### src/source/sqrt_pkg.sv
`default_nettype none

package sqrt_pkg;

    parameter int DATA_W = 32; // operand, root and AXI data width.
    parameter int SLOT_W = 4;
    parameter int ADDR_W = 12;
    parameter int NUM_SLOTS = 1 << SLOT_W;

    parameter logic [ADDR_W-1:0] STATUS_ADDR = 12'h000;
    parameter logic [ADDR_W-1:0] SLOT_BASE = 12'h100; // slot s lives at SLOT_BASE + 4*s.

    parameter logic [1:0] RESP_OKAY = 2'b00;

    typedef struct packed {
        logic              awvalid;
        logic [ADDR_W-1:0] awaddr;
        logic              wvalid;
        logic [DATA_W-1:0] wdata;
        logic              bready;
        logic              arvalid;
        logic [ADDR_W-1:0] araddr;
        logic              rready;
    } axil_req_t;

    typedef struct packed {
        logic              awready;
        logic              wready;
        logic              bvalid;
        logic [1:0]        bresp;
        logic              arready;
        logic              rvalid;
        logic [DATA_W-1:0] rdata;
        logic [1:0]        rresp;
    } axil_rsp_t;

    typedef struct packed {
        logic [SLOT_W-1:0] slot;
        logic [DATA_W-1:0] operand; // unsigned Q16.16 value.
    } job_t;

    typedef struct packed {
        logic [SLOT_W-1:0] slot;
        logic [DATA_W-1:0] root;
    } result_t;

endpackage

`default_nettype wire

### src/source/axil_regs.sv
`timescale 1ns/1ps
`default_nettype none

module axil_regs #(
    parameter int NUM_ENGINES = 2
) (
    input  wire logic                             clk,
    input  wire logic                             rst_n,
    input  wire sqrt_pkg::axil_req_t              axil_req,
    output sqrt_pkg::axil_rsp_t                   axil_rsp,
    input  wire logic [NUM_ENGINES-1:0]           busy,
    output logic [NUM_ENGINES-1:0]                go,
    output sqrt_pkg::job_t                        job,
    output logic                                  clear,
    output logic [sqrt_pkg::SLOT_W-1:0]           clear_slot,
    output logic [sqrt_pkg::SLOT_W-1:0]           rd_slot,
    input  wire logic [sqrt_pkg::DATA_W-1:0]      rd_root,
    input  wire logic [sqrt_pkg::NUM_SLOTS-1:0]   valid_mask
);
    localparam int AW = sqrt_pkg::ADDR_W;
    localparam int SW = sqrt_pkg::SLOT_W;
    localparam logic [AW-1:0] SLOT_BASE = sqrt_pkg::SLOT_BASE;

    sqrt_pkg::job_t               job_q;
    logic                         wr_pend, wr_hit, wr_hit_q, wr_accept, bvalid_q;
    logic                         rd_pend, rd_status_q, rd_accept, rvalid_q;
    logic [sqrt_pkg::DATA_W-1:0]  rdata_q, status_word;
    logic [NUM_ENGINES-1:0]       first_idle;

    // the lowest-indexed idle engine takes the next job.
    always_comb begin
        first_idle = '0;
        for (int i = NUM_ENGINES - 1; i >= 0; i--) begin
            if (!busy[i]) begin
                first_idle = '0;
                first_idle[i] = 1'b1;
            end
        end
    end

    // one write in flight at a time, and only while some engine can take it.
    assign wr_accept = axil_req.awvalid && axil_req.wvalid && !(&busy) &&
                       !wr_pend && !bvalid_q;
    assign wr_hit = (axil_req.awaddr[AW-1:SW+2] == SLOT_BASE[AW-1:SW+2]);

    always_ff @(posedge clk) begin
        if (!rst_n) begin
            wr_pend <= 1'b0;
            bvalid_q <= 1'b0;
        end else begin
            wr_pend <= wr_accept;
            if (wr_pend) bvalid_q <= 1'b1;
            else if (axil_req.bready) bvalid_q <= 1'b0;
        end
    end

    always_ff @(posedge clk) begin
        if (wr_accept) begin
            job_q.slot <= axil_req.awaddr[SW+1:2];
            job_q.operand <= axil_req.wdata;
            wr_hit_q <= wr_hit;
        end
    end

    assign go = (wr_pend && wr_hit_q) ? first_idle : '0;
    assign clear = wr_pend && wr_hit_q; // a resubmitted slot loses its old root.
    assign clear_slot = job_q.slot;
    assign job = job_q;

    assign rd_accept = axil_req.arvalid && !rd_pend && !rvalid_q;
    assign rd_slot = axil_req.araddr[SW+1:2]; // the memory answers in the next cycle.

    always_comb begin
        status_word = '0;
        status_word[sqrt_pkg::NUM_SLOTS-1:0] = valid_mask;
        status_word[sqrt_pkg::NUM_SLOTS +: NUM_ENGINES] = busy;
    end

    always_ff @(posedge clk) begin
        if (!rst_n) begin
            rd_pend <= 1'b0;
            rvalid_q <= 1'b0;
        end else begin
            rd_pend <= rd_accept;
            if (rd_pend) rvalid_q <= 1'b1;
            else if (axil_req.rready) rvalid_q <= 1'b0;
        end
    end

    always_ff @(posedge clk) begin
        if (rd_accept) rd_status_q <= (axil_req.araddr == sqrt_pkg::STATUS_ADDR);
        if (rd_pend) rdata_q <= rd_status_q ? status_word : rd_root;
    end

    always_comb begin
        axil_rsp.awready = wr_accept;
        axil_rsp.wready = wr_accept;
        axil_rsp.bvalid = bvalid_q;
        axil_rsp.bresp = sqrt_pkg::RESP_OKAY;
        axil_rsp.arready = rd_accept;
        axil_rsp.rvalid = rvalid_q;
        axil_rsp.rdata = rdata_q;
        axil_rsp.rresp = sqrt_pkg::RESP_OKAY;
    end

endmodule

`default_nettype wire

### config.mk
export PLATFORM = sky130hd
export DESIGN_NAME = axil_regs
export DESIGN_NICKNAME = d
export VERILOG_FILES = /design/src/source/sqrt_pkg.sv /design/src/source/axil_regs.sv
export SDC_FILE = /design/constraint.sdc
export NUM_CORES = 1
export LEC_CHECK = 0
export ABC_AREA = 1
export BUFFER_PORTS_ARGS = -buffer_cell sky130_fd_sc_hd__buf_2
export CAP_MARGIN = 20
export CORE_AREA = 2 2 95 97
export DETAILED_ROUTE_END_ITERATION = 10
export DIE_AREA = 0 0 97 99
export GPL_ROUTABILITY_DRIVEN = 1
export PLACE_DENSITY = 0.79
export SLEW_MARGIN = 20
export SYNTH_ARGS = -nofsm -noshare
export SYNTH_HDL_FRONTEND = slang
export SYNTH_SLANG_ARGS = --single-unit
### constraint.sdc
create_clock -name clk -period 1.75 [get_ports clk]
set_input_delay 0.2625 -clock clk [delete_from_list [all_inputs] [get_ports clk]]
set_output_delay 0.2625 -clock clk [all_outputs]
set_load 0.005 [all_outputs]
Word-level counts from Yosys, hierarchy flattened --
Index checks and enable logic that the tools add are counted.
Word-level totals: input port bits 113, memories 0, memory bits (writable) 0, bits in latches 0, register bits 74, memory bits (read-only) 0
Cells by class: shift operators 0, order comparisons 0, div/mod/pow operators 0, bitwise operators 0, multiply operators 0, equal/unequal tests 1, reduce and logical (&&, ||, !) cells 16, add/subtract/negate cells 0, muxes and demuxes 8
Operators by type and width (number):
- 18-bit 2-to-1 mux | 1
- 12-bit logical NOT | 1
- 1-bit logical AND | 7
- 6-bit by 3-bit == test with 1-bit output, second input constant | 1
- 2-bit 2-to-1 mux | 3
- 1-bit logical NOT | 5
- 1-bit 2-to-1 mux | 4
- 2-bit nonzero test | 2
- 2-bit AND reduction | 1

Longest topological paths before layout --
depth in word-level cells 5, mapped depth 5, gate-level depth less buffers 5

Least setup slack after synthesis --
Ideal clock, no wire load.
path type register to output, start register bvalid_q, end output port axil_rsp[39] in the netlist's numbering, cell stages (with the launch flop) 5, data arrival time 1473 ps, data required time 1487 ps, setup slack 15 ps, buffers on the path 1, path through dfxtp_1 inv_1 nand4_1 inv_1 buf_4
Between the ends: longest elaborated chain between the ends 2
RTL lines:
- start: declaration | line axil_regs.sv:25 | logic wr_pend, wr_hit, wr_hit_q, wr_accept, bvalid_q;
- start signal: assignment | line axil_regs.sv:49 | bvalid_q <= 1'b0;
- start signal: assignment | line axil_regs.sv:52 | if (wr_pend) bvalid_q <= 1'b1;
- start signal: assignment | line axil_regs.sv:53 | else if (axil_req.bready) bvalid_q <= 1'b0;
- 1-bit logical NOT | line axil_regs.sv:43 | !wr_pend && !bvalid_q;
- 1-bit logical AND | line axil_regs.sv:43
- end: declaration | line axil_regs.sv:10 | output sqrt_pkg::axil_rsp_t axil_rsp,
Every way passes these cells.

==> metrics.txt <==
Critical Path End Type=primary output; Synth Warn #=0; synthesized area per cell=15.29 µm²; Inst Count DP=477; total of max-cap violations=0; Die X=97 µm; clock buffer depth=2; leakage=1.960 nW; RePlAce Congestion=0.7007; vias in the first global route=2077; Total GRT Usage=12.89%; final worst slack=0.1568 ns; Port Buffers=194; WP data arrival=1.33 ns; starting DRC count in detailed routing=51; num ports=201; Yosys cell types=15; final hold vios=0; share of layout cells above drive strength 1=59.64%; final setup violating endpoints=0; routed wire length per instance=12.87 µm; # nets final=493; largest net degree at the start of global routing=40; via/cell ratio=4.159; CTS tree=yes; Power Dens Cells=908.4 mW/mm²; die area=0.009603 mm²; worst path required time=1.49 ns; synthesis-to-layout area growth=40.44%; unrepaired setup endpoints after global routing=no; final instance area=0.004080 mm²; Seq cells post-synth=74; layout filler cell count=763; Die H=99 µm; fmax=0.6277 GHz; Sink Count=74; remaining antenna violation count=0; status=finished, final reports clean; post-CTS sizing=0; DR pass1 iterations=4; hold path start=axil_req[22]; H-tree levels=3; Startpoint Class=flip-flop; Core ar.=0.008551 mm²; Setup Skew=0.01108 ns; Antenna diodes=0; CP max FO=39; worst hold margin=0.09854 ns; sequential fraction of the synthesis area=75.11%; post-synth design cell area=0.002905 mm²; cells after synthesis=190; pre-CTS WS=0.4212 ns; Skew-Pair Late Insertion Delay=0.33 ns; via count=2046; max-slew violation count=0; Tcrit/Tclk final=91.04%; Final min period=1.593 ns; setup TNS=0 ns; total CTS buffers=9; most used cell along the critical path=inv_1; Cell Count, Final, Fillers Out=492; clock root buffer=clkbuf_8; first-pass GRT wire length=9.653 mm; # DRC=0; Congestion Overflow GR=0; Hold Buf Count CTS=0; initial antenna violation count=0; critical path class=reg -> out; detailed-route wire length=6.331 mm; hold crit path type=in -> reg; crit-path max cell delay=0.32 ns; post-DP HPWL=4.897 mm; DP Area=0.003889 mm²; peak supply drop=613.0 µV; postcts setup bufs=0; worst-path cell chain=inv_1 > nand4_1 > inv_1 > buf_12 > buf_2; CTS clk-pin slew, worst paths=0.08 ns; CP max stage cell=dfxtp_1; # rows=34; initial core utilization=33.98%; worst setup path startpoint=bvalid_q; RR Startpoint=rd_status_q
[where the power goes]
group	internal (mW)	total (mW)	switching, mW
logic	0.206	0.370	0.164
registers	2.03	2.05	0.0197
clock network	0.656	1.29	0.630
total	2.89	3.71	0.814
[stage by stage]
stage | util [%] | total power [mW]
after floorplan | - | 2.269
after global placement | 45.48 | 2.451
after detailed placement | 45.48 | 2.468
after CTS | 47.72 | 3.764
after global routing | 47.72 | 3.876
final | 47.72 | 3.706
[cells in the final DEF, fill, tap and decap left out]
master / count
buf_2: 194
edfxtp_1: 70
inv_1: 32
nor2_1: 29
mux2_4: 13
nand2_1: 10
clkbuf_8: 9
mux2_2: 4
conb_1: 4
dfxtp_1: 4
a21oi_1: 2
nor3_1: 2
clkinvlp_4: 2
buf_12: 2
nand4_1: 1
nand3_1: 1
bufinv_16: 1
inv_6: 1
clkinv_4: 1
clkinv_2: 1
buf_4: 1
[critical path, delay by kind of cell (launching register included)]
kind	cells	cell delay, ns
and+or+nand+nor	1	0.11
DFF	1	0.32
buffers and inverters	4	0.57
[sequential cells by signal, summed over array words and instances, names as in the netlist]
signal / cells
rd_status_q: 1
rvalid_q: 1
clear_slot: 4
wr_pend: 1
wr_hit_q: 1
bvalid_q: 1
job: 32
rdata_q: 32
rd_pend: 1
[kinds of logic after synthesis]
logic type / count (synthesis) / share of synthesized area, %
AO/OA/AOI/OAI: 2 / 0.3445
flip-flops: 74 / 75.11
buffers and inverters: 53 / 10.38
other: 1 / 0.1291
AND/OR/NAND/NOR: 43 / 5.771
multiplexers: 17 / 8.269
[cells in the mapped netlist]
| cell | n | share of area (%) |
|---|---|---|
| conb_1 | 1 | 0.13 |
| nor2_1 | 29 | 3.7 |
| mux2_2 | 4 | 1.6 |
| nand4_1 | 1 | 0.22 |
| nor3_1 | 2 | 0.34 |
| inv_1 | 32 | 4.1 |
| buf_4 | 17 | 4.4 |
| mux2_4 | 13 | 6.7 |
| a21oi_1 | 2 | 0.34 |
| dfxtp_1 | 4 | 2.8 |
| nand2_1 | 10 | 1.3 |
| buf_6 | 3 | 1.2 |
| nand3_1 | 1 | 0.17 |
| buf_12 | 1 | 0.69 |
| edfxtp_1 | 70 | 72 |
[area by class of cell]
type / count / area, µm² / share of cell area (%)
clock buffer: 9 / 123.9 / 3.036
clock inverter: 6 / 67.56 / 1.656
inverter: 32 / 120.1 / 2.944
multi-input combinational: 66 / 432.9 / 10.61
sequential: 74 / 2182 / 53.48
tap: 108 / 135.1 / 3.312
timing repair buffer: 197 / 1018 / 24.96
[routing by layer]
layer / up-vias / track usage, % / wire [µm]
met5: - / 0 / 0
met4: 0 / 5.200 / 61
met1: 948 / 14.13 / 2346
met2: 104 / 22.97 / 3484
li1: 990 / - / -
met3: 4 / 4.397 / 438
[final timing paths]
kind                  endpoint  slack, ns  cells past startpoint
setup reg to reg   rdata_q[13]       0.50                      2
hold / removal          job[7]        0.1                      1
setup / recovery  axil_rsp[39]       0.16                      5
hold reg to reg       bvalid_q       0.51                      2
No activity file was read; power rests on OpenSTA's default activity.
