$ cat config.mk
export PLATFORM = sky130hd
export DESIGN_NAME = result_mem
export DESIGN_NICKNAME = d
export VERILOG_FILES = /design/src/source/sqrt_pkg.sv /design/src/source/result_mem.sv
export SDC_FILE = /design/constraint.sdc
export NUM_CORES = 1
export LEC_CHECK = 0
export ABC_AREA = 0
export BUFFER_PORTS_ARGS = -buffer_cell sky130_fd_sc_hd__buf_2
export CAP_MARGIN = 30
export CORE_MARGIN = 10
export CORE_UTILIZATION = 46
export CTS_BUF_LIST = sky130_fd_sc_hd__clkbuf_2 sky130_fd_sc_hd__clkbuf_4 sky130_fd_sc_hd__clkbuf_8
export DETAILED_ROUTE_END_ITERATION = 8
export SLEW_MARGIN = 20
export SYNTH_ARGS = -nofsm -noshare
export SYNTH_HDL_FRONTEND = slang
export SYNTH_SLANG_ARGS = --single-unit
$ cat constraint.sdc
create_clock -name clk -period 12.53 [get_ports clk]
set_clock_uncertainty 0.1 [all_clocks]
set_input_delay 1.253 -clock clk [delete_from_list [all_inputs] [get_ports clk]]
set_output_delay 1.253 -clock clk [all_outputs]
set_load 0.005 [all_outputs]
$ cat src/source/sqrt_pkg.sv
`default_nettype none

package sqrt_pkg;

    parameter int DATA_W = 32; // operand, root and AXI data width.
    parameter int SLOT_W = 4;
    parameter int ADDR_W = 12;
    parameter int NUM_SLOTS = 1 << SLOT_W;

    parameter logic [ADDR_W-1:0] STATUS_ADDR = 12'h000;
    parameter logic [ADDR_W-1:0] SLOT_BASE = 12'h100; // slot s lives at SLOT_BASE + 4*s.

    parameter logic [1:0] RESP_OKAY = 2'b00;

    typedef struct packed {
        logic              awvalid;
        logic [ADDR_W-1:0] awaddr;
        logic              wvalid;
        logic [DATA_W-1:0] wdata;
        logic              bready;
        logic              arvalid;
        logic [ADDR_W-1:0] araddr;
        logic              rready;
    } axil_req_t;

    typedef struct packed {
        logic              awready;
        logic              wready;
        logic              bvalid;
        logic [1:0]        bresp;
        logic              arready;
        logic              rvalid;
        logic [DATA_W-1:0] rdata;
        logic [1:0]        rresp;
    } axil_rsp_t;

    typedef struct packed {
        logic [SLOT_W-1:0] slot;
        logic [DATA_W-1:0] operand; // unsigned Q16.16 value.
    } job_t;

    typedef struct packed {
        logic [SLOT_W-1:0] slot;
        logic [DATA_W-1:0] root;
    } result_t;

endpackage

`default_nettype wire

$ cat src/source/result_mem.sv
`timescale 1ns/1ps
`default_nettype none

module result_mem (
    input  wire logic                             clk,
    input  wire logic                             rst_n,
    input  wire logic                             wr_en,
    input  wire sqrt_pkg::result_t                wr_result,
    input  wire logic                             clear,
    input  wire logic [sqrt_pkg::SLOT_W-1:0]      clear_slot,
    input  wire logic [sqrt_pkg::SLOT_W-1:0]      rd_slot,
    output logic [sqrt_pkg::DATA_W-1:0]           rd_root,
    output logic [sqrt_pkg::NUM_SLOTS-1:0]        valid_mask
);
    logic [sqrt_pkg::DATA_W-1:0]    roots [sqrt_pkg::NUM_SLOTS];
    logic [sqrt_pkg::NUM_SLOTS-1:0] valid;

    always_ff @(posedge clk) begin
        if (wr_en) roots[wr_result.slot] <= wr_result.root;
        rd_root <= roots[rd_slot]; // registered read port.
    end

    always_ff @(posedge clk) begin
        if (!rst_n) begin
            valid <= '0;
        end else begin
            if (clear) valid[clear_slot] <= 1'b0;
            if (wr_en) valid[wr_result.slot] <= 1'b1; // the write wins on a slot clash.
        end
    end

    assign valid_mask = valid;

endmodule

`default_nettype wire

After elaboration in Yosys (flattened, before gate mapping)
Memories as Yosys holds them, arrays and structs flattened. A register that Yosys moved wholly into a read port is not among the register bits.
Index checks and enable logic that the tools add are counted.
{ "word_totals": {"ff_bits": 16, "ram_bits": 512, "in_bits": 48, "output_inout_bits": 48, "n_memories": 1} }
{ "mem_list": {"columns": ["name", "words", "width", "rd", "rd_clocked_by_memory_dff", "write_ports", "line", "source"], "rows": [
  ["roots", 16, 32, 1, 1, 1, "result_mem.sv:15", "logic [sqrt_pkg::DATA_W-1:0] roots [sqrt_pkg::NUM_SLOTS];"]
]} }
{ "op_classes": {"order_cmp": 4, "muxes": 9, "n_bitwise": 3, "reduce_logical": 2} }
{ "op_table": {"columns": ["op", "count"], "rows": [
  ["two-way mux 16 bit", 3],
  ["AND 16 bit", 1],
  ["inverter 16 bit", 1],
  ["bitwise OR 16 bit", 1],
  ["< comparator 4 x 5 -> 1 bit, second input constant", 2],
  ["demux 1 bit (select 4 bit)", 2],
  [">= comparator 4 x 1 -> 1 bit, second input constant", 2],
  ["two-way mux 1 bit", 4],
  ["logical AND 1 bit", 2]
]} }

Depth between registers and ports, before layout
Gate-level depths: netlist (run 1).
{ "depth": {"depth_word": 10, "mapped_depth": 5} }

Worst setup path after synthesis (run 1)
Ideal clock, no wire load.
{ "synth_timing": {"kind": "input to register", "start": "input port wr_result[33] (netlist bit)", "end": "memory roots[0][0] (netlist bit), enable pin", "setup_ns": 0.508, "t_arrival_ns": 4.672, "t_required_ns": 11.922, "setup_slack_ns": 7.250, "cell_stages": 2, "cell_sequence": "clkbuf_1 nor4_1"} }
{ "synth_rtl": {"columns": ["element", "line", "source"], "rows": [
  ["start: declaration", "result_mem.sv:8", "input wire sqrt_pkg::result_t wr_result,"],
  ["end: declaration", "result_mem.sv:15", null]
]} }
No word-level cell before the write port.

==> results of run 1 <==
## cell usage in the layout, fill, tap and decap left out, types with 2 or more instances in the layout
master / instances
edfxtp_1: 512
mux4_2: 128
clkbuf_8: 93
buf_2: 93
a22oi_1: 64
dfxtp_1: 48
clkbuf_4: 38
nand2_1: 35
buf_4: 25
o21a_1: 24
clkinv_1: 11
clkinv_2: 7
nor3_2: 6
nand2b_1: 5
nand3_1: 4
inv_2: 4
nor2_4: 4
o21ai_0: 4
a21boi_0: 4
bufinv_16: 4
clkinvlp_4: 3
nand4b_1: 2
nor4_2: 2
nand3b_1: 2
nor2b_4: 2
buf_16: 2
## area by class of cell
| cell class | instances | area [sq um] | area share |
|---|---|---|---|
| Clock buffer | 130 | 1551 | 0.06567 |
| Clock inverter | 27 | 236.5 | 0.01001 |
| Sequential cell | 560 | 16340 | 0.6915 |
| Multi-Input combinational cell | 293 | 4021 | 0.1702 |
| Inverter | 4 | 15.01 | 0.0006355 |
| Tap cell | 592 | 740.7 | 0.03135 |
| Timing Repair Buffer | 121 | 721.9 | 0.03056 |
| Antenna cell | 1 | 2.502 | 0.0001059 |
## flip-flops by register name, summed over array words and instances, names as in the netlist
register	flops
valid_mask	16
roots	512
rd_root	32
## cells in the mapped netlist
library cell	number
clkbuf_1	20
a21boi_0	4
or2_2	1
mux4_2	128
buf_2	3
dfxtp_1	48
nand2_1	35
nor2b_1	3
nand4b_1	2
o21a_1	24
nor3_1	7
edfxtp_1	512
a22oi_1	64
nand3_1	4
o21ai_0	4
or3b_2	1
buf_1	11
buf_6	2
buf_4	11
nand4_1	1
nor2_1	5
nand3b_1	2
inv_1	4
nor4_1	2
and2_1	1
nand2b_1	5
## final timing paths
check / start / endpoint / slack, ns / cells past startpoint
max: rd_slot[1] / rd_root[26]$_DFF_P_ / 9.42 / 6
min: valid_mask[14]$_SDFF_PN0_ / valid_mask[14]$_SDFF_PN0_ / 0.38 / 2
max reg2reg: roots[11][10]$_DFFE_PP_ / rd_root[10]$_DFF_P_ / 11.15 / 3
min reg2reg: valid_mask[14]$_SDFF_PN0_ / valid_mask[14]$_SDFF_PN0_ / 0.38 / 2
## per-stage QoR
stage	power, uW	std cells	cell area, sq um
floorplan	2240	904	20510
detailed placement	2326	1570	21830
global route	3982	1728	23630
global placement	2321	1568	21770
finish	3836	1728	23630
CTS	3881	1727	23620
## report_power, final
group	switching [uW]	internal, uW
combinational	105	76.0
sequential	14.3	2090
clock	679	875
total	799	3040
## worst max-delay path, delay by kind of cell
family,cells,cell delay (ns)
muxes,1,0.35
AOI/OAI and AO/OA,1,0.20
and+or+nand+nor,1,0.07
buffers and inverters,3,1.55
## routing by layer
metal / track usage / share of wire / vias to the layer above
met5: 0 / 0.0011 / -
met1: 0.2400 / 0.44 / 5126
met4: 0.05283 / 0.015 / 8
met2: 0.2699 / 0.49 / 259
met3: 0.03763 / 0.055 / 61
li1: - / - / 4156
## cell families after synthesis
kind of cell,Yosys count
flops,560
mux,128
compound gates,96
simple gates,69
buf+inv,51
==> reports/qor.txt, run 1 <==
status -> completed
row count -> 77
CP arrival -> 3.51 ns
DR vias/cell -> 5.561
DR pass1 iterations -> 5
clock root buffer -> clkbuf_8
unrepaired setup endpoints after global routing -> no
GPL Wtd Cong -> 0.7253
Max Transition Viols Final -> 0
Cells after Synth -> 904
VDD IR-drop max -> 0.06849 mV
Via Count -> 9610
# clock sinks -> 560
HP Class -> flop to flop
period utilization -> 0.2484
main combinational cell family by area after synthesis -> multiplexers
global-route wire length before repair -> 67850 microns
cell area after synthesis -> 20510 sq um
post-route setup slack -> 9.418 ns
Initial Utilization -> 0.4648
#FFs+latches synth -> 560
Final ANT Viol Nets -> 0
post-DP HPWL -> 22170 microns
Post-Synth XOR/XNOR Area -> 0
PD cells -> 162.4 nW/um^2
Cell Chain, Critical Path -> buf_4 -> buf_4 -> buf_16 -> mux4_2 -> a22oi_1 -> nand2_1
Worst EP required -> 12.93 ns
Slowest cell on crit path -> buf_4
die footprint -> 53430 sq um
Setup TNS -> 0 ns
clock transition at the registers of the reported paths -> 0.06 ns
total CTS buffers -> 86
Layout Nets -> 1114
Seq/Total Area, Yosys -> 0.7965
cell accounting for the most synthesized area -> edfxtp_1
Setup Crit Path Kind -> primary input to flop
Worst setup SP type -> primary input
slew of the pin with the lowest slew margin -> 0.9493 ns
Setup WS pre-CTS -> 8.761 ns
1st-iter DRT viols -> 912
post-synthesis compound-gate area fraction -> 0.03465
fraction of layout cells with a size suffix above 1 -> 0.3674
drt wl/cell -> 26.36 microns
# fillers -> 3505
top cells by area, synth -> edfxtp_1 (75%), mux4_2 (14%), dfxtp_1 (4.7%), a22oi_1 (2.3%), o21a_1 (0.88%)
number of setup buffers added after CTS -> 0
Adder-Cell Fraction of Synth Area -> 0
largest incremental delay on the critical path -> 0.69 ns
Post-Synth Simple-Gate Area -> 0.01598
chip height -> 231.2 microns
Syn-to-layout area delta -> 15.20%
Tmin final -> 3.112 ns
syn_nets -> 952
die width -> 231.2 microns
num ports -> 96
syn_area_per_cell -> 22.69 sq um
Fmax achieved -> 321.3 MHz
port bufs -> 95
post-CTS sizing -> 0
H-tree depth -> 3
synth unique cells -> 26
vias in the first global route -> 10.27k
Crit path top cell by count -> buf_4
initial antenna violation count -> 5
quantity of hold-fixing buffers added after cts -> 0
Finished Core Util -> 0.5354
total grt overflow -> 0
Residual DRC -> 0
Max Buffers Root-to-Sink -> 3
CP Capture Type -> flop
Core Area -> 44120 sq um
yosys warns -> 0
slew margin rel. -> 0.3672
Worst-Skew Late Latency -> 0.62 ns
Setup violations, final -> 0
CTS tree -> yes
Routed Wire Length -> 45560 microns
mux contribution to synthesized area -> 0.1406
GRT Util Overall -> 0.1725
leakage -> 0.007781 uW
largest net degree at the start of global routing -> 60
Hold WS -> 0.3818 ns
CP max FO -> 59
share of the synthesized area in the top cell type -> 0.7497
Hold Violations, Final -> 0
number of max-cap violations -> 0
No activity file was read; power rests on OpenSTA's default activity.
==> run 2, diff against run 1 <==
- clock period: 12.53 -> 2.85 ns (I/O delays scaled with it)
==> run 2 against run 1 <==
Net effect:
- die area unchanged
- sequential cell count is the same
- cell count is 2.6% higher
- count of clock-buffer cells in the layout increased by 14
- sequential power increased to 4.4 times the previous value
- non-clock buffer count grew 38
- core utilization increased by 1.7 points
- critical endpoint is now rd_root[17]
==> reports/qor.txt, run 2 (same netlist as run 1, synthesis figures left out) <==
status -> completed
die width -> 231.2 microns (unchanged)
total grt overflow -> 0 (unchanged)
leakage -> 0.008090 uW (+4.0%)
Reg-to-Reg Start -> roots[3][4]$_DFFE_PP_
Core Area -> 44120 sq um (unchanged)
Final ANT Viol Nets -> 0 (unchanged)
Buf/Inv on CP -> 1 (-2)
DR vias/cell -> 5.567 (about the same)
Worst EP required -> 2.47 ns (-10.46 ns)
clock transition at the registers of the reported paths -> 0.06 ns (about the same)
Layout Nets -> 1155 (+3.7%)
# clock sinks -> 560 (unchanged)
H-tree depth -> 3 (unchanged)
commonest non-fill, non-tap cell in the layout -> edfxtp_1
Hold Violations, Final -> 0 (unchanged)
die footprint -> 53430 sq um (unchanged)
CP arrival -> 1.17 ns (-2.34 ns)
post-DP HPWL -> 21990 microns (-0.80%)
fraction of layout cells with a size suffix above 1 -> 0.3678 (+0.0003957)
largest incremental delay on the critical path -> 0.39 ns (-0.30 ns)
PD cells -> 706.1 nW/um^2 (+330%)
CP max FO -> 1 (-98%)
port bufs -> 95 (unchanged)
Max Buffers Root-to-Sink -> 3 (unchanged)
VDD IR-drop max -> 0.3731 mV (+440%)
initial antenna violation count -> 1 (-4)
number of max-cap violations -> 0 (unchanged)
period utilization -> 0.5454
Most flops, register -> roots
GPL Wtd Cong -> 0.7285 (+0.44%)
1st-iter DRT viols -> 905 (-0.77%)
slew of the pin with the lowest slew margin -> 0.7024 ns (-0.2468 ns)
chip height -> 231.2 microns (unchanged)
Syn-to-layout area delta -> 18.96%
slew margin rel. -> 0.5317 (+0.1645)
max reg flops -> 512 (unchanged)
Slowest cell on crit path -> dfxtp_1
Tmin final -> 1.554 ns
Top delay family on crit path -> flip-flops
Setup Crit Path Kind -> flop to output pin
Via Count -> 9870 (+2.7%)
Routed Wire Length -> 45550 microns (about the same)
hold_sp -> clear_slot[2]
Setup WS pre-CTS -> 0.7745 ns (-7.986 ns)
Worst setup SP type -> flop
drt wl/cell -> 25.69 microns (-2.6%)
Max Transition Viols Final -> 0 (unchanged)
Initial Utilization -> 0.4648 (unchanged)
CTS tree -> yes
Setup violations, final -> 0 (unchanged)
largest net degree at the start of global routing -> 35 (-42%)
Worst-Skew Late Latency -> 0.63 ns (about the same)
global-route wire length before repair -> 67560 microns (-0.43%)
CP Capture Type -> output pin
GRT Util Overall -> 0.1713 (-0.001218)
Setup TNS -> 0 ns (unchanged)
number of setup buffers added after CTS -> 0 (unchanged)
Cell Chain, Critical Path -> buf_2
total CTS buffers -> 89 (+3.5%)
num ports -> 96 (unchanged)
most frequent cells in the layout -> edfxtp_1 (512), mux4_2 (128), clkbuf_8 (106)
Setup crit start -> rd_root[17]$_DFF_P_
row count -> 77 (unchanged)
quantity of hold-fixing buffers added after cts -> 33 (+33)
post-CTS sizing -> 0 (unchanged)
unrepaired setup endpoints after global routing -> no
fin area -> 24400 sq um (+3.3%)
HP Class -> primary input to flop
Fmax achieved -> 643.3 MHz
post-route setup slack -> 1.296 ns (-8.122 ns)
DR pass1 iterations -> 5 (unchanged)
Post-DP Area -> 22150 sq um (+1.4%)
vias in the first global route -> 10.54k (+2.6%)
Residual DRC -> 0 (unchanged)
clock root buffer -> clkbuf_8
-- run 2: through the flow --
step / instances / util / total power (uW) / hold WS, ns
global placement: 1574 / 0.5014 / 10230 / 0.3705
CTS: 1772 / 0.5529 / 17410 / 0.01105
global route: 1773 / 0.5529 / 17870 / 0.05339
finish: 1773 / 0.5529 / 17230 / 0.04886
floorplan: 904 / - / 9848 / 0.2839
detailed placement: 1575 / 0.5020 / 10260 / 0.3808
-- run 2: worst paths after layout --
check        cells past startpoint  slack (ns)                  endpoint
max                              1        1.30               rd_root[17]
min                              4        0.05  valid_mask[0]$_SDFF_PN0_
max reg2reg                      3        1.33        rd_root[4]$_DFF_P_
min reg2reg                      2        0.40  valid_mask[6]$_SDFF_PN0_
-- run 2: final cells by class --
type / count / area, sq um
Antenna cell: 1 / 2.502
Clock buffer: 144 / 1738
Clock inverter: 20 / 175.2
Fill cell: 3437 / 19730
Inverter: 4 / 15.01
Multi-Input combinational cell: 293 / 4045
Sequential cell: 560 / 16340
Tap cell: 592 / 740.7
Timing Repair Buffer: 159 / 1345
-- run 2: per-layer routing --
layer  vias up  track usage  wire length, microns
met5         -            0                     0
met4         0      0.04913                   520
met3        37      0.03152                  2644
met2       306       0.2729                 22510
met1      5277       0.2391                 19870
li1       4250            -                     -
-- run 2: worst min-delay path, delay by kind of cell --
family,cells,cell delay (ns)
and+or+nand+nor,1,0.15
AOI/OAI and AO/OA,2,0.20
buffers and inverters,1,0.10
-- run 2: power by group --
part | internal (uW) | switching, uW
Clock | 4130 | 3000
Combinational | 388 | 481
Sequential | 9170 | 59.9
==> run 3, diff against run 2 <==
- clock period: 2.85 -> 1.57 ns (I/O delays scaled with it)
==> run 3 against run 2 <==
Net effect:
- design area grew 3.1%
- first-iteration DRC count shrank 20%
- global-route usage grew 0.39 points
- register-to-register slack lost 1.2 ns
- non-clock buffer count grew 65
- total power grew 80%
- sequential cell count is the same
- hold slack gained 0.0026 ns
- combinational power grew 99%
- wire length grew 1.1%
- critical path type is now primary input to flop
==> reports/qor.txt, run 3 (same netlist as run 1, synthesis figures left out) <==
Setup TNS -> 0 ns (unchanged)
clock transition at the registers of the reported paths -> 0.06 ns (about the same)
CP arrival -> 1.99 ns (+0.82 ns)
Comb power frac -> 0.056 (+0.006)
Residual DRC -> 0 (unchanged)
non-filler cells, final -> 1842 (+3.9%)
period utilization -> 0.9953
max reg flops -> 512 (unchanged)
1st-iter DRT viols -> 721 (-20%)
vias in the first global route -> 10.91k (+3.5%)
Worst-Skew Late Latency -> 0.64 ns (about the same)
fraction of layout cells with a size suffix above 1 -> 0.3891 (+0.02131)
HP Class -> primary input to flop
slew margin rel. -> 0.7051 (+0.1734)
Max Buffers Root-to-Sink -> 3 (unchanged)
slew of the pin with the lowest slew margin -> 0.4413 ns (-0.2611 ns)
number of setup buffers added after CTS -> 0 (unchanged)
clock root buffer -> clkbuf_8
leakage -> 0.008429 uW (+4.2%)
total grt overflow -> 0 (unchanged)
Hold Violations, Final -> 0 (unchanged)
Sw Share -> 0.2089 (+0.003607)
post-route setup slack -> 0.007336 ns (-1.288 ns)
most frequent cells in the layout -> edfxtp_1 (512), mux4_2 (128), clkbuf_8 (103)
Layout Nets -> 1222 (+5.8%)
Final ANT Viol Nets -> 0 (unchanged)
Psw -> 6480 uW (+83%)
Worst setup SP type -> primary input
die footprint -> 53430 sq um (unchanged)
DR vias/cell -> 5.471 (-1.7%)
CTS tree -> yes
Most flops, register -> roots
number of max-cap violations -> 0 (unchanged)
Max Transition Viols Final -> 0 (unchanged)
Hold WS -> 0.05146 ns (+0.002599 ns)
Clock power frac -> 0.403 (-0.010)
Core Area -> 44120 sq um (unchanged)
Finished Core Util -> 0.5698 (+0.01693)
CP max FO -> 4 (+3)
Syn-to-layout area delta -> 22.60%
commonest non-fill, non-tap cell in the layout -> edfxtp_1
num ports -> 96 (unchanged)
Buf/Inv on CP -> 3 (+2)
Worst EP required -> 2.00 ns (-0.47 ns)
PD cells -> 1233 nW/um^2 (+75%)
Routed Wire Length -> 46050 microns (+1.1%)
Setup violations, final -> 0 (unchanged)
Slowest cell on crit path -> dlygate4sd3_1
Fmax achieved -> 639.9 MHz
largest incremental delay on the critical path -> 0.55 ns (+0.16 ns)
global-route wire length before repair -> 69660 microns (+3.1%)
drt wl/cell -> 25.00 microns (-2.7%)
Cell Int Power -> 24530 uW (+79%)
status -> completed
post-DP HPWL -> 26150 microns (+19%)
Initial Utilization -> 0.4648 (unchanged)
GPL Wtd Cong -> 0.7436 (+2.1%)
Top delay family on crit path -> buffers and inverters
total CTS buffers -> 91 (+2.2%)
die width -> 231.2 microns (unchanged)
VDD IR-drop max -> 0.6837 mV (+83%)
Inst Count DP -> 1624 (+3.1%)
largest net degree at the start of global routing -> 37 (+5.7%)
GRT Util Overall -> 0.1752 (+0.003923)
Setup Crit Path Kind -> primary input to flop
# clock sinks -> 560 (unchanged)
DR pass1 iterations -> 5 (unchanged)
row count -> 77 (unchanged)
Setup WS pre-CTS -> -0.1989 ns (-0.9734 ns)
CP Capture Type -> flop
Cell Chain, Critical Path -> dlygate4sd3_1 -> buf_2 -> or2_4 -> o21a_1 -> dlygate4sd3_1 -> o21a_1
chip height -> 231.2 microns (unchanged)
Via Count -> 10.08k (+2.1%)
unrepaired setup endpoints after global routing -> no
initial antenna violation count -> 1 (unchanged)
H-tree depth -> 3 (unchanged)
Tmin final -> 1.563 ns
Flop pwr share -> 0.541 (+0.005)
port bufs -> 95 (unchanged)
-- run 3: changes by cell type in the layout (fill, tap and decap cells not counted), sizes merged --
cell,before,now
bufinv,3,1
dlygate4sd3,33,48
clkinv,14,21
clkinvlp,3,8
buf,125,174
inv,4,0
clkbuf,145,143
dlymetal6s4s,0,1
-- run 3: layout make-up --
cell class / instances / area (sq um)
fillers: 3339 / 18980
flip-flops and latches: 560 / 16340
multi-input cells: 293 / 4114
repair buffers: 224 / 2068
clock buffers: 142 / 1704
well taps: 592 / 740.7
clock inverters: 26 / 148.9
inverters: 4 / 30.03
diodes: 1 / 2.502
-- run 3: per-stage QoR --
| stage | power [uW] | cell area (sq um) |
|---|---|---|
| after global routing | 32140 | 25140 |
| final | 31010 | 25140 |
| after CTS | 31360 | 25130 |
| after floorplan | 17910 | 20730 |
| after global placement | 18710 | 22790 |
| after detailed placement | 18750 | 22790 |
-- run 3: worst reg2reg max path, cell delays in order (launching register included) --
cell      delay (ns)
edfxtp_1        0.37
mux4_2          0.47
a22oi_1         0.24
nand2_1         0.14
-- run 3: power by group through the flow --
stage	sequential, uW	clock, uW	combinational, uW
global placement	17100	0	1650
global route	16800	13500	1890
floorplan	17000	0	864
finish	16800	12500	1730
CTS	16800	12800	1770
detailed placement	17100	0	1670
-- run 3: worst paths after layout --
kind                                   end                     start  slack [ns]  depth (start not counted)
setup reg to reg        rd_root[0]$_DFF_P_    roots[11][0]$_DFFE_PP_        0.13                          3
hold / removal          rd_root[4]$_DFF_P_                rd_slot[0]        0.05                          4
hold reg to reg   valid_mask[6]$_SDFF_PN0_  valid_mask[6]$_SDFF_PN0_        0.39                          2
setup / recovery  valid_mask[3]$_SDFF_PN0_             clear_slot[2]       0.007                          6
-- run 3: timing repair --
item,CTS,global route
endpoints found under the setup margin,0,6
resized for setup,0,4
endpoints found under the hold margin,543,0
hold buffers,49,0
-- run 3: routing by layer --
metal / track usage / share of wire / up-vias
met5: 0 / 0 / -
met4: 0.04789 / 0.016 / 0
met3: 0.04092 / 0.056 / 66
met2: 0.2831 / 0.49 / 307
met1: 0.2359 / 0.44 / 5321
li1: - / - / 4383
