===== src/source/sqrt_pkg.sv =====
`default_nettype none

package sqrt_pkg;

    parameter int DATA_W = 32; // operand, root and AXI data width.
    parameter int SLOT_W = 4;
    parameter int ADDR_W = 12;
    parameter int NUM_SLOTS = 1 << SLOT_W;

    parameter logic [ADDR_W-1:0] STATUS_ADDR = 12'h000;
    parameter logic [ADDR_W-1:0] SLOT_BASE = 12'h100; // slot s lives at SLOT_BASE + 4*s.

    parameter logic [1:0] RESP_OKAY = 2'b00;

    typedef struct packed {
        logic              awvalid;
        logic [ADDR_W-1:0] awaddr;
        logic              wvalid;
        logic [DATA_W-1:0] wdata;
        logic              bready;
        logic              arvalid;
        logic [ADDR_W-1:0] araddr;
        logic              rready;
    } axil_req_t;

    typedef struct packed {
        logic              awready;
        logic              wready;
        logic              bvalid;
        logic [1:0]        bresp;
        logic              arready;
        logic              rvalid;
        logic [DATA_W-1:0] rdata;
        logic [1:0]        rresp;
    } axil_rsp_t;

    typedef struct packed {
        logic [SLOT_W-1:0] slot;
        logic [DATA_W-1:0] operand; // unsigned Q16.16 value.
    } job_t;

    typedef struct packed {
        logic [SLOT_W-1:0] slot;
        logic [DATA_W-1:0] root;
    } result_t;

endpackage

`default_nettype wire


===== src/source/fp_sqrt.sv =====
`timescale 1ns/1ps
`default_nettype none

module fp_sqrt #(
    parameter int FRAC_WIDTH = 16
) (
    input  wire logic              clk,
    input  wire logic              rst_n,
    input  wire logic              go,
    input  wire sqrt_pkg::job_t    job,
    output logic                   busy,
    output logic                   req,
    input  wire logic              gnt,
    output sqrt_pkg::result_t      result
);
    localparam int DW = sqrt_pkg::DATA_W;
    localparam int ITERATIONS = (DW + FRAC_WIDTH + 1) / 2; // one root bit per cycle.
    localparam int RAD_W = 2 * ITERATIONS;
    localparam int ACC_W = DW + 4; // room for the remainder plus a sign bit.
    localparam int CNT_W = $clog2(ITERATIONS + 1);

    typedef enum logic [1:0] {S_IDLE, S_RUN, S_REQ} state_t;

    state_t           state;
    logic [CNT_W-1:0] cnt;
    logic [ACC_W-1:0] acc, acc_in, acc_next, trial;
    logic [RAD_W-1:0] rad, rad_next;
    logic [DW-1:0]    root, root_next;
    logic             last_iter;

    assign last_iter = (state == S_RUN) && (cnt == CNT_W'(ITERATIONS - 1));
    assign busy = (state != S_IDLE);
    assign req = (state == S_REQ); // held with a stable result until the grant.

    // bring down the next two radicand bits and try the partial root with 01 appended.
    always_comb begin
        acc_in = {acc[ACC_W-3:0], rad[RAD_W-1 -: 2]};
        trial = acc_in - {2'b00, root, 2'b01};
        rad_next = {rad[RAD_W-3:0], 2'b00};
        if (trial[ACC_W-1]) begin
            acc_next = acc_in; // negative, keep the old remainder.
            root_next = {root[DW-2:0], 1'b0};
        end else begin
            acc_next = trial;
            root_next = {root[DW-2:0], 1'b1};
        end
    end

    always_ff @(posedge clk) begin
        if (!rst_n) begin
            state <= S_IDLE;
        end else begin
            case (state)
                S_IDLE: if (go) state <= S_RUN;
                S_RUN: if (last_iter) state <= S_REQ;
                S_REQ: if (gnt) state <= S_IDLE;
                default: state <= S_IDLE;
            endcase
        end
    end

    always_ff @(posedge clk) begin
        if (state == S_IDLE && go) begin
            acc <= '0;
            root <= '0;
            rad <= RAD_W'(job.operand) << FRAC_WIDTH; // scale to keep the fraction bits.
            cnt <= '0;
            result.slot <= job.slot;
        end else if (state == S_RUN) begin
            acc <= acc_next;
            rad <= rad_next;
            root <= root_next;
            cnt <= cnt + 1'b1;
            if (last_iter) result.root <= root_next;
        end
    end

endmodule

`default_nettype wire


===== config.mk =====
export PLATFORM = sky130hd
export DESIGN_NAME = fp_sqrt
export DESIGN_NICKNAME = d
export VERILOG_FILES = /design/src/source/sqrt_pkg.sv /design/src/source/fp_sqrt.sv
export SDC_FILE = /design/constraint.sdc
export NUM_CORES = 1
export LEC_CHECK = 0
export ABC_AREA = 1
export BUFFER_PORTS_ARGS = -buffer_cell sky130_fd_sc_hd__clkbuf_2
export CAP_MARGIN = 5
export CORE_ASPECT_RATIO = 0.9
export CORE_UTILIZATION = 42
export CTS_CLUSTER_DIAMETER = 120
export DETAILED_ROUTE_END_ITERATION = 8
export GPL_TIMING_DRIVEN = 0
export SLEW_MARGIN = 20
export SYNTH_ARGS = -nofsm -noshare
export SYNTH_HDL_FRONTEND = slang
export SYNTH_SLANG_ARGS = --single-unit

===== constraint.sdc =====
create_clock -name clk -period 2.7 [get_ports clk]
set_input_delay 0.135 -clock clk [delete_from_list [all_inputs] [get_ports clk]]
set_output_delay 0.135 -clock clk [all_outputs]
set_load 0.02 [all_outputs]

# Word-level counts from Yosys, hierarchy flattened
# Cells that the tools add are included.
totals:
  ff_bits: 141
  input_bits: 40
  output_inout_bits: 38
  elab_cells: 31
op_classes:
  n_addsub: 2
  eq_ne: 6
  mux: 8
  bitwise: 1
  reduce_logical: 7
ops:
  columns: ["operator", "count"]
  rows:
  - ["48-bit two-way mux", 2]
  - ["36-bit by 34-bit subtractor with 36-bit output", 1]
  - ["34-bit two-way mux", 1]
  - ["2-bit two-way mux", 3]
  - ["2-bit one-hot mux with 3 select lines", 1]
  - ["3-bit AND reduction", 2]
  - ["5-bit by 1-bit adder with 5-bit output (second input constant)", 1]
  - ["5-bit == test (second input constant)", 1]
  - ["2-bit inequality test (second input constant)", 2]
  - ["2-bit nonzero test", 2]
  - ["2-bit by 1-bit == test with 1-bit output (second input constant)", 1]
  - ["2-bit == test (second input constant)", 1]
  - ["1-bit logical AND", 2]
  - ["2-bit logical NOT", 1]
  - ["2-bit by 1-bit inequality test with 1-bit output (second input constant)", 1]
  - ["1-bit two-way mux", 1]
  - ["1-bit NOT", 1]

# Depth between registers and ports, before layout
# Gate-level depths: netlist (run 1).
logic_depth:
  depth_word: 4
  mapped_depth: 18

# Worst setup path after synthesis (run 1)
# Ideal clock, no wire load.
synth_timing:
  path_type: "flip-flop to flip-flop"
  startpoint: "reg state[0]"
  endpoint: "reg result[0] (netlist bit) (enable)"
  arrival_time_ns: 2.271
  slack_ns: 0.007
  stages_incl_launch_ff: 5
  path_buffers: 0
  period_less_slack_ns: 2.693
  cell_sequence: "dfxtp_1 -> inv_1 -> nor2_2 -> clkinv_1 -> nor2_1"
synth_between:
  elab_chain_cells: 4
  word_cells_on_any_way: 6
  classes_between: "1 x eq/ne; 1 x bitwise; 4 x reduce/logical"
synth_rtl:
  columns: ["item", "line", "text"]
  rows:
  - ["start, declared", "fp_sqrt.sv:24", "state_t state;"]
  - ["start signal, assigned", "fp_sqrt.sv:51", "state <= S_IDLE;"]
  - ["start signal, assigned", "fp_sqrt.sv:54", "S_IDLE: if (go) state <= S_RUN;"]
  - ["start signal, assigned", "fp_sqrt.sv:55", "S_RUN: if (last_iter) state <= S_REQ;"]
  - ["2-bit logical NOT", "fp_sqrt.sv:63", "if (state == S_IDLE && go) begin"]
  - ["1-bit logical AND", "fp_sqrt.sv:63", null]
  - ["1-bit NOT (no line)", null, null]
  - ["3-bit AND reduction (no line) (*)", null, null]
  - ["end, declared", "fp_sqrt.sv:14", "output sqrt_pkg::result_t result"]
# Mark *: on every way between the ends. The rest lies on a longest branch, timed or not.
# A chain may end at the register's enable or synchronous reset.

# Final worst setup path (run 1)
layout_timing:
  startpoint: "reg root[16]"
  endpoint: "reg acc[23]"
layout_between:
  elab_chain_cells: 2
layout_rtl:
  columns: ["item", "line", "text"]
  rows:
  - ["start, declared", "fp_sqrt.sv:28", "logic [DW-1:0] root, root_next;"]
  - ["start signal, assigned", "fp_sqrt.sv:72", "root <= root_next;"]
  - ["36-bit by 34-bit subtractor with 36-bit output", "fp_sqrt.sv:38", "trial = acc_in - {2'b00, root, 2'b01};"]
  - ["34-bit two-way mux", "fp_sqrt.sv:40", "if (trial[ACC_W-1]) begin"]
  - ["end signal, assigned", "fp_sqrt.sv:70", "acc <= acc_next;"]
  - ["end, declared", "fp_sqrt.sv:26", "logic [ACC_W-1:0] acc, acc_in, acc_next, trial;"]
# No other way between the ends.

==> parameters.txt, run 1 <==
Parameter                              Value

Worst setup path
  Worst-path cell with the longest stage delay ... sky130_fd_sc_hd__ha_1
  Cell mode on critical path ... sky130_fd_sc_hd__nand2_2
  CP cell instances ... inv_1, ha_1, a21oi_2, nand2_1, a21oi_2, nand3_2, nand2_2, nand2_2, nand2_2, buf_6, buf_8, nand3_2, nand3_1, nand2_1
  Top Family by Delay on Critical Path ... simple AND/OR/NAND/NOR gates
  Arr. time, crit path ... 2840 ps
  Peak fanout along the critical path ... 10
  Total stage count of the critical path ... 14
  Worst setup EP type ... flip-flop
  CP peak stage delay ... 380 ps
  Depth of the most critical reg-to-reg path ... 14
  Worst endpoint required time ... 3030 ps
  Count of buffer and inverter cells on the critical path ... 3
  Startpoint types ... flip-flop
  Worst setup path class ... reg -> reg

Power and ir drop
  Power after layout ... 11.86 mW
  Worst VDD drop ... 0.0006091 V
  Cell Pwr Density ... 1225 nW/µm²
  Leakage power total ... 4.694 nW

Floorplan
  IO Count ... 78
  Vertical die dimension ... 132.7 µm
  Effective utilization at floorplan ... 43.18%
  Die width ... 147.2 µm
  Core ar. ... 18470 µm²
  Number of rows in the core area ... 47
  DIE AREA ... 19540 µm²

Run
  Max Cap Viol ... 0

GRT
  Vias in the first global route ... 6996
  Largest net degree at the start of global routing ... 26
  Antenna violations before repair ... 0
  Total gr overflow ... 0
  First-pass GRT wire length ... 35.74 mm
  Overall routing resource usage ... 23.47%

Drt
  First-pass detailed-route iteration total ... 5
  Final WL ... 21.51 mm
  First-iteration detailed-routing DRC count ... 474
  Total number of vias ... 7193
  Post-detailed-route wirelength per cell ... 14.63 µm
  Residual antenna-violating net count after detailed routing ... 0
  Number of remaining DRC errors ... 0
  Vias per Instance ... 4.893

Yosys
  Flip-flop cell with the highest count after synthesis ... sky130_fd_sc_hd__dfxtp_1
  Largest cells by area after synthesis ... sky130_fd_sc_hd__edfxtp_1 26%, sky130_fd_sc_hd__nand2_1 19%, sky130_fd_sc_hd__dfxtp_1 18%, sky130_fd_sc_hd__inv_1 7.0%, sky130_fd_sc_hd__nand3_1 5.5%
  Fraction of synthesis flops using an asynchronous set or reset pin ... 0%
  Post-synthesis area per instance ... 7.383 µm²
  Count leader, synth ... sky130_fd_sc_hd__nand2_1
  Post-synthesis cell count ... 1080
  Largest area contributor in the netlist ... sky130_fd_sc_hd__edfxtp_1
  Number of enable flip-flop cells after synthesis ... 68
  Syn_nets ... 1154
  Synth Register Bits ... 141
  Sequential cell area fraction in the yosys report ... 43.94%
  YS warnings ... 0
  Ranking of synthesized cells by instance count ... 398 x sky130_fd_sc_hd__nand2_1, 149 x sky130_fd_sc_hd__inv_1, 87 x sky130_fd_sc_hd__nand3_1
  Area share of the largest cell type after synthesis ... 25.61%
  Number of library cell types mapped by synthesis ... 38
  Post-synthesis instance area ... 7974 µm²

Cells and area
  Number of fill cells ... 1859
  Share of layout cells above drive strength 1 ... 13.71%
  FF/Latch Area ... 3503 µm²
  Area of combinational cells with multiple inputs ... 3734 µm²
  Antenna Diode Count ... 0
  Area growth from synthesis to layout ... 21.42%
  Final net count ... 1286
  Final Util ... 52.43%

Clock tree
  Clock tree from TritonCTS ... done
  Clock root cell ... sky130_fd_sc_hd__clkbuf_16
  Clk_lat worst skew ... 440 ps
  CTS sink cnt ... 141
  Clock buffers created by TritonCTS ... 17
  Clock transition at the registers of the reported paths ... 70 ps
  Clock H-tree levels ... 4
  Maximum clock path buffer count ... 2

Timing
  Worst slew pin tran ... 722.5 ps
  Sum Neg Setup Slack ... 0 ps
  Slew Viols, Final ... 0
  Final setup violating endpoints ... 0
  Final Hold Viols ... 0
  Fin Clk Skew ... 7.045 ps
  Maximum frequency from static timing analysis ... 397.6 MHz
  Shortest period the worst path allows ... 2515 ps
  RSZ-0062 raised after global routing ... no
  Period utilization ... 93.15%
  Headroom to the max-slew limit ... 51.83%

Hold path
  Kind of path behind the tightest hold check ... in -> reg
  Hold Crit Depth ... 3

Placed design
  Weighted congestion at the end of routability-driven global placement ... 0.9311
  Half-perimeter wire length after placement ... 16.07 mm
  Count of input and output buffers ... 77

Outcome
  Status ... completed
-- sequential cells by signal (all words and copies together) (netlist names) --
name,flops
acc,34
cnt,5
rad,32
result,36
root,32
state,2
-- layer usage --
| layer | vias up | global-route usage, % | share of wire [%] |
|---|---|---|---|
| met4 | 0 | 6.071 | 0.99 |
| met1 | 3272 | 34.13 | 51 |
| met5 | - | 0 | 0 |
| met2 | 156 | 35.85 | 44 |
| met3 | 19 | 4.034 | 4.5 |
| li1 | 3746 | - | - |
-- per-stage QoR --
stage / cells / worst slack, ps / area, µm² / hold WS (ps)
final: 1470 / 184.9 / 9682 / 4.470
after detailed placement: 1404 / 131.7 / 8722 / 313.6
after CTS: 1470 / 101.6 / 9676 / 1.448
after global placement: 1402 / -1276 / 8666 / 313.4
after floorplan: 1080 / 6.887 / 7974 / 233.9
after global routing: 1470 / 9.406 / 9682 / 25.55
-- kinds of logic (layout without fill, tap and decap cells) --
family / after synthesis / count (layout) / share of synthesized area (%)
buf+inv: 186 / 331 / 9.415
flops: 141 / 141 / 43.94
simple gates: 615 / 615 / 33.03
fa+ha+maj: 34 / 34 / 5.335
xor+xnor: 14 / 14 / 1.538
compound gates: 90 / 90 / 6.747
-- cell type report --
class,instances,area share [%]
Inverter,157,6.087
Multi-Input combinational cell,753,38.56
Timing Repair Buffer,113,7.987
Buffer,29,1.680
Sequential cell,141,36.19
Clock buffer,17,4.394
Clock inverter,15,1.938
Tap cell,245,3.166
-- repair_timing --
action,CTS,global route
hold buffers,34,0
setup endpoints to repair,0,21
buffers inserted,0,0
hold endpoints to repair,35,0
gates resized for setup,0,2
-- report_power, final --
part	total [mW]	switching (mW)	internal [mW]
Clock	2.48	1.01	1.47
Sequential	2.77	0.204	2.57
Combinational	6.61	4.37	2.24
-- cells in the final DEF, fill, tap and decap left out, types with 4 or more instances in the layout --
master	instances
sky130_fd_sc_hd__a21oi_1	26
sky130_fd_sc_hd__a21oi_2	4
sky130_fd_sc_hd__buf_2	7
sky130_fd_sc_hd__buf_6	4
sky130_fd_sc_hd__clkbuf_1	16
sky130_fd_sc_hd__clkbuf_16	17
sky130_fd_sc_hd__clkbuf_2	77
sky130_fd_sc_hd__dfxtp_1	73
sky130_fd_sc_hd__dlygate4sd3_1	34
sky130_fd_sc_hd__edfxtp_1	68
sky130_fd_sc_hd__ha_1	34
sky130_fd_sc_hd__inv_1	149
sky130_fd_sc_hd__inv_2	6
sky130_fd_sc_hd__nand2_1	398
sky130_fd_sc_hd__nand2_2	12
sky130_fd_sc_hd__nand3_1	87
sky130_fd_sc_hd__nand3_2	11
sky130_fd_sc_hd__nand4_1	12
sky130_fd_sc_hd__nor2_1	69
sky130_fd_sc_hd__nor2_2	5
sky130_fd_sc_hd__nor3_1	11
sky130_fd_sc_hd__o21ai_0	14
sky130_fd_sc_hd__o21bai_1	9
sky130_fd_sc_hd__o22ai_1	31
sky130_fd_sc_hd__xnor2_1	12
-- worst paths after layout --
check,from,slack [ps],end
worst min register to register,root[30]$_SDFFE_PP0P_,430,result[31]$_DFFE_PP_
worst max-delay path,root[16]$_SDFFE_PP0P_,180,acc[23]$_SDFFE_PP0P_
worst min-delay path,job[0],4,rad[16]$_SDFFCE_PN0P_
worst max register to register,root[16]$_SDFFE_PP0P_,180,acc[23]$_SDFFE_PP0P_
-- worst reg2reg max path, stage by stage (launching register included) --
cell and delay (ps):
sky130_fd_sc_hd__dfxtp_1 320, sky130_fd_sc_hd__inv_1 70, sky130_fd_sc_hd__ha_1 380, sky130_fd_sc_hd__a21oi_2 280
sky130_fd_sc_hd__nand2_1 140, sky130_fd_sc_hd__a21oi_2 190, sky130_fd_sc_hd__nand3_2 130, sky130_fd_sc_hd__nand2_2 100
sky130_fd_sc_hd__nand2_2 70, sky130_fd_sc_hd__nand2_2 80, sky130_fd_sc_hd__buf_6 160, sky130_fd_sc_hd__buf_8 190
sky130_fd_sc_hd__nand3_2 120, sky130_fd_sc_hd__nand3_1 110, sky130_fd_sc_hd__nand2_1 60
Note: power is estimated with default switching activity, not from simulation.
==> run 2: changes to the inputs <==
- ABC_AREA: 1 -> default
==> run 2 against run 1 <==
Effect of this change:
- the flow now finishes with violations (DRC, setup timing)
- setup slack got worse by 230 ps
- count of clock-buffer cells in the layout increased by 2
- first-iteration DRC count rose by 9.1%
==> parameters.txt, run 2 <==
Parameter                              Value

Cells and area
  Final non-filler cell area ... 9492 µm² (-2.0%)
  Final net count ... 994 (-23%)
  Number of cells in the finished layout apart from fillers ... 1140 (-22%)
  Largest register by flop count ... result
  Final Util ... 58.05% (+5.6 points)
  Share of layout cells above drive strength 1 ... 24.87% (+11 points)
  Top Registers ... result: 36 flops, acc: 34 flops
  Area growth from synthesis to layout ... 33.27%
  Most frequent standard cell in the layout excluding fill and tap cells ... sky130_fd_sc_hd__nand2_1
  Number of flip-flops under the largest register name ... 36 (unchanged)
  Antenna Diode Count ... 0 (unchanged)
  Most frequent cells in the layout ... 134 x sky130_fd_sc_hd__nand2_1, 77 x sky130_fd_sc_hd__clkbuf_2, 68 x sky130_fd_sc_hd__edfxtp_1

Yosys
  Syn_nets ... 834 (-28%)
  Post-synthesis instance area ... 7122 µm² (-11%)
  Largest cells by area after synthesis ... sky130_fd_sc_hd__edfxtp_1 29%, sky130_fd_sc_hd__dfxtp_1 21%, sky130_fd_sc_hd__nand2_1 7.2%, sky130_fd_sc_hd__ha_1 6.0%, sky130_fd_sc_hd__o21ai_0 4.5%
  Area share of the largest cell type after synthesis ... 28.67% (+3.1 points)
  Number of library cell types mapped by synthesis ... 58 (+53%)
  Flip-flop cell with the highest count after synthesis ... sky130_fd_sc_hd__dfxtp_1
  Sequential cell area fraction in the yosys report ... 49.19% (+5.3 points)
  Count leader, synth ... sky130_fd_sc_hd__nand2_1
  Post-synthesis area per instance ... 9.371 µm² (+27%)
  Number of enable flip-flop cells after synthesis ... 68 (unchanged)
  Post-synthesis cell count ... 760 (-30%)
  Synth Register Bits ... 141 (unchanged)
  Ranking of synthesized cells by instance count ... 137 x sky130_fd_sc_hd__nand2_1, 73 x sky130_fd_sc_hd__dfxtp_1, 68 x sky130_fd_sc_hd__edfxtp_1
  Fraction of synthesis flops using an asynchronous set or reset pin ... 0% (unchanged)
  Largest area contributor in the netlist ... sky130_fd_sc_hd__edfxtp_1
  YS warnings ... 0 (unchanged)

Timing
  Headroom to the max-slew limit ... 54.44% (+2.6 points)
  Period utilization ... 101.6% (+8.5 points)
  Worst hold margin ... 17.88 ps (+13.41 ps)
  Worst slew pin tran ... 682.3 ps (-40.16 ps)
  Final Hold Viols ... 0 (unchanged)
  Slew Viols, Final ... 0 (unchanged)
  Shortest period the worst path allows ... 2743 ps (+228.2 ps)
  Fin Clk Skew ... 11.65 ps (+4.608 ps)
  Final setup violating endpoints ... 20 (+20)
  PnR worst setup slack ... -43.23 ps (-228.2 ps)
  Sum Neg Setup Slack ... -348.5 ps (-348.5 ps)
  Maximum frequency from static timing analysis ... 364.5 MHz (-8.3%)
  RSZ-0062 raised after global routing ... yes

Floorplan
  Core ar. ... 16350 µm² (-11%)
  Number of rows in the core area ... 44 (-6.4%)
  Effective utilization at floorplan ... 43.56% (+0.37 points)
  DIE AREA ... 17480 µm² (-11%)
  Die width ... 139.3 µm (-5.4%)
  IO Count ... 78 (unchanged)
  Vertical die dimension ... 125.5 µm (-5.4%)

Clock tree
  Clk_lat worst skew ... 420 ps (-20 ps)
  Clock root cell ... sky130_fd_sc_hd__clkbuf_16
  CTS sink cnt ... 141 (unchanged)
  Clock buffers created by TritonCTS ... 17 (unchanged)
  Clock transition at the registers of the reported paths ... 60 ps (about the same)
  Clock H-tree levels ... 4 (unchanged)
  Clock tree from TritonCTS ... done
  Maximum clock path buffer count ... 2 (unchanged)

Power and ir drop
  Net Sw Power ... 4.705 mW (-16%)
  Worst VDD drop ... 0.0006330 V (+3.9%)
  Leakage power total ... 3.891 nW (-17%)
  Part of the power in the clock network ... 18.9% (-2.0 points)
  Power after layout ... 12.62 mW (+6.4%)
  Internal power ... 7.915 mW (+26%)
  Cell Pwr Density ... 1330 nW/µm² (+8.6%)
  Sequential share of power ... 22.4% (-1.0 points)
  Share of total power in combinational logic ... 58.7% (+3.0 points)
  Net switching fraction of the power ... 37.29% (-9.8 points)

Drt
  First-iteration detailed-routing DRC count ... 517 (+9.1%)
  Total number of vias ... 6010 (-16%)
  Number of remaining DRC errors ... 7 (+7)
  Final WL ... 18.15 mm (-16%)
  Residual antenna-violating net count after detailed routing ... 0 (unchanged)
  First-pass detailed-route iteration total ... 7 (+2)
  Post-detailed-route wirelength per cell ... 15.92 µm (+8.8%)
  Vias per Instance ... 5.272 (+7.7%)

Placed design
  Pre-CTS setup slack ... -211.2 ps (-342.9 ps)
  Number of cells after detailed placement ... 1045 (-26%)
  Weighted congestion at the end of routability-driven global placement ... 0.8412 (-9.7%)
  Placed cell areas ... 7801 µm² (-11%)
  Half-perimeter wire length after placement ... 11.75 mm (-27%)
  Count of input and output buffers ... 77 (unchanged)

Worst setup path
  Startpoint types ... flip-flop
  Peak fanout along the critical path ... 6 (-4)
  Arr. time, crit path ... 3030 ps (+190 ps)
  CP peak stage delay ... 340 ps (-40 ps)
  Worst setup path class ... reg -> reg
  Worst-path cell with the longest stage delay ... sky130_fd_sc_hd__dfxtp_2
  Worst endpoint required time ... 2980 ps (-50 ps)
  CP cell instances ... inv_2, ha_4, buf_4, nand4_1, nor4_2, o21ai_2, nand4_4, a21oi_2, nor2_2, xor2_2, buf_6, bufbuf_16, mux2i_1, o21ai_1
  Worst setup EP type ... flip-flop

GRT
  Total gr overflow ... 0 (unchanged)
  Overall routing resource usage ... 20.86% (-2.6 points)
  First-pass GRT wire length ... 28.54 mm (-20%)
  Antenna violations before repair ... 0 (unchanged)
  Vias in the first global route ... 5783 (-17%)
  Largest net degree at the start of global routing ... 34 (+31%)

Hold path
  Kind of path behind the tightest hold check ... in -> reg

Outcome
  Violated checks ... DRC, setup timing
  Status ... finished, violations left

Run
  Max Cap Viol ... 0 (unchanged)
run 2: changes by cell type in the layout (fill, tap and decap cells not counted), moves of 31 or more:
cell | before | now
sky130_fd_sc_hd__o22ai_1 | 31 | 0
sky130_fd_sc_hd__o21ai_0 | 14 | 53
sky130_fd_sc_hd__inv_1 | 149 | 36
sky130_fd_sc_hd__nor2_1 | 69 | 31
sky130_fd_sc_hd__nand2_1 | 398 | 134
sky130_fd_sc_hd__nand3_1 | 87 | 51
run 2: layout make-up:
cell class / instances / area (µm²)
Tap cell: 207 / 259.0
Fill cell: 1425 / 6859
Buffer: 32 / 178.9
Inverter: 44 / 165.2
Timing Repair Buffer: 146 / 1086
Sequential cell: 141 / 3516
Multi-Input combinational cell: 538 / 3690
Clock inverter: 13 / 163.9
Clock buffer: 19 / 432.9
run 2: repair_timing:
item                                    in CTS  in global routing
cloned                                       1                  1
gates resized for setup                     45                 62
pin swaps                                    7                 25
hold buffers                                34                  0
hold endpoints to repair                    35                  0
endpoints found under the setup margin      33                 33
setup buffers                               15                 17
run 2: kinds of logic (layout without fill, tap and decap cells):
logic type,count (synthesis),after routing,synth area share (%)
xor+xnor,36,36,4.533
compound gates,175,175,14.53
flops,141,141,49.19
mux,29,29,4.093
buf+inv,81,254,5.007
fa+ha+maj,34,34,5.973
simple gates,264,264,16.67
run 2: path summary, 6_finish.rpt:
check | start | end | slack [ps] | cells past startpoint
worst min register to register | root[15]$_SDFFE_PP0P_ | result[16]$_DFFE_PP_ | 430 | 0
worst min-delay path | job[31] | rad[47]$_DFFE_PP_ | 20 | 3
worst max register to register | root[8]$_SDFFE_PP0P_ | acc[20]$_SDFFE_PP0P_ | -40 | 14
worst max-delay path | root[8]$_SDFFE_PP0P_ | acc[20]$_SDFFE_PP0P_ | -40 | 14
run 2: power by group through the flow:
stage                     combinational, mW  sequential, mW  clock, mW
after floorplan                        4.36            2.75          0
after global placement                 5.26            2.79          0
after detailed placement               5.33            2.80          0
after CTS                              6.29            2.79       2.43
after global routing                   7.96            2.86       2.52
final                                  7.41            2.82       2.39
run 2: per-layer routing:
layer  GRT usage (%)  wire [µm]  vias up
met5               0          0        -
met4           5.752        255        0
met3           4.060        716       16
met2           34.23       8645      140
met1           28.01       8535     2862
li1                -          -     2992
run 2: critical path, delay by kind of cell (launching register included):
family          cells  cell delay, ps
compound gates      3             300
xor+xnor            1             180
fa+ha+maj           1             290
buf+inv             4             580
flops               1             340
mux                 1             210
simple gates        4             710
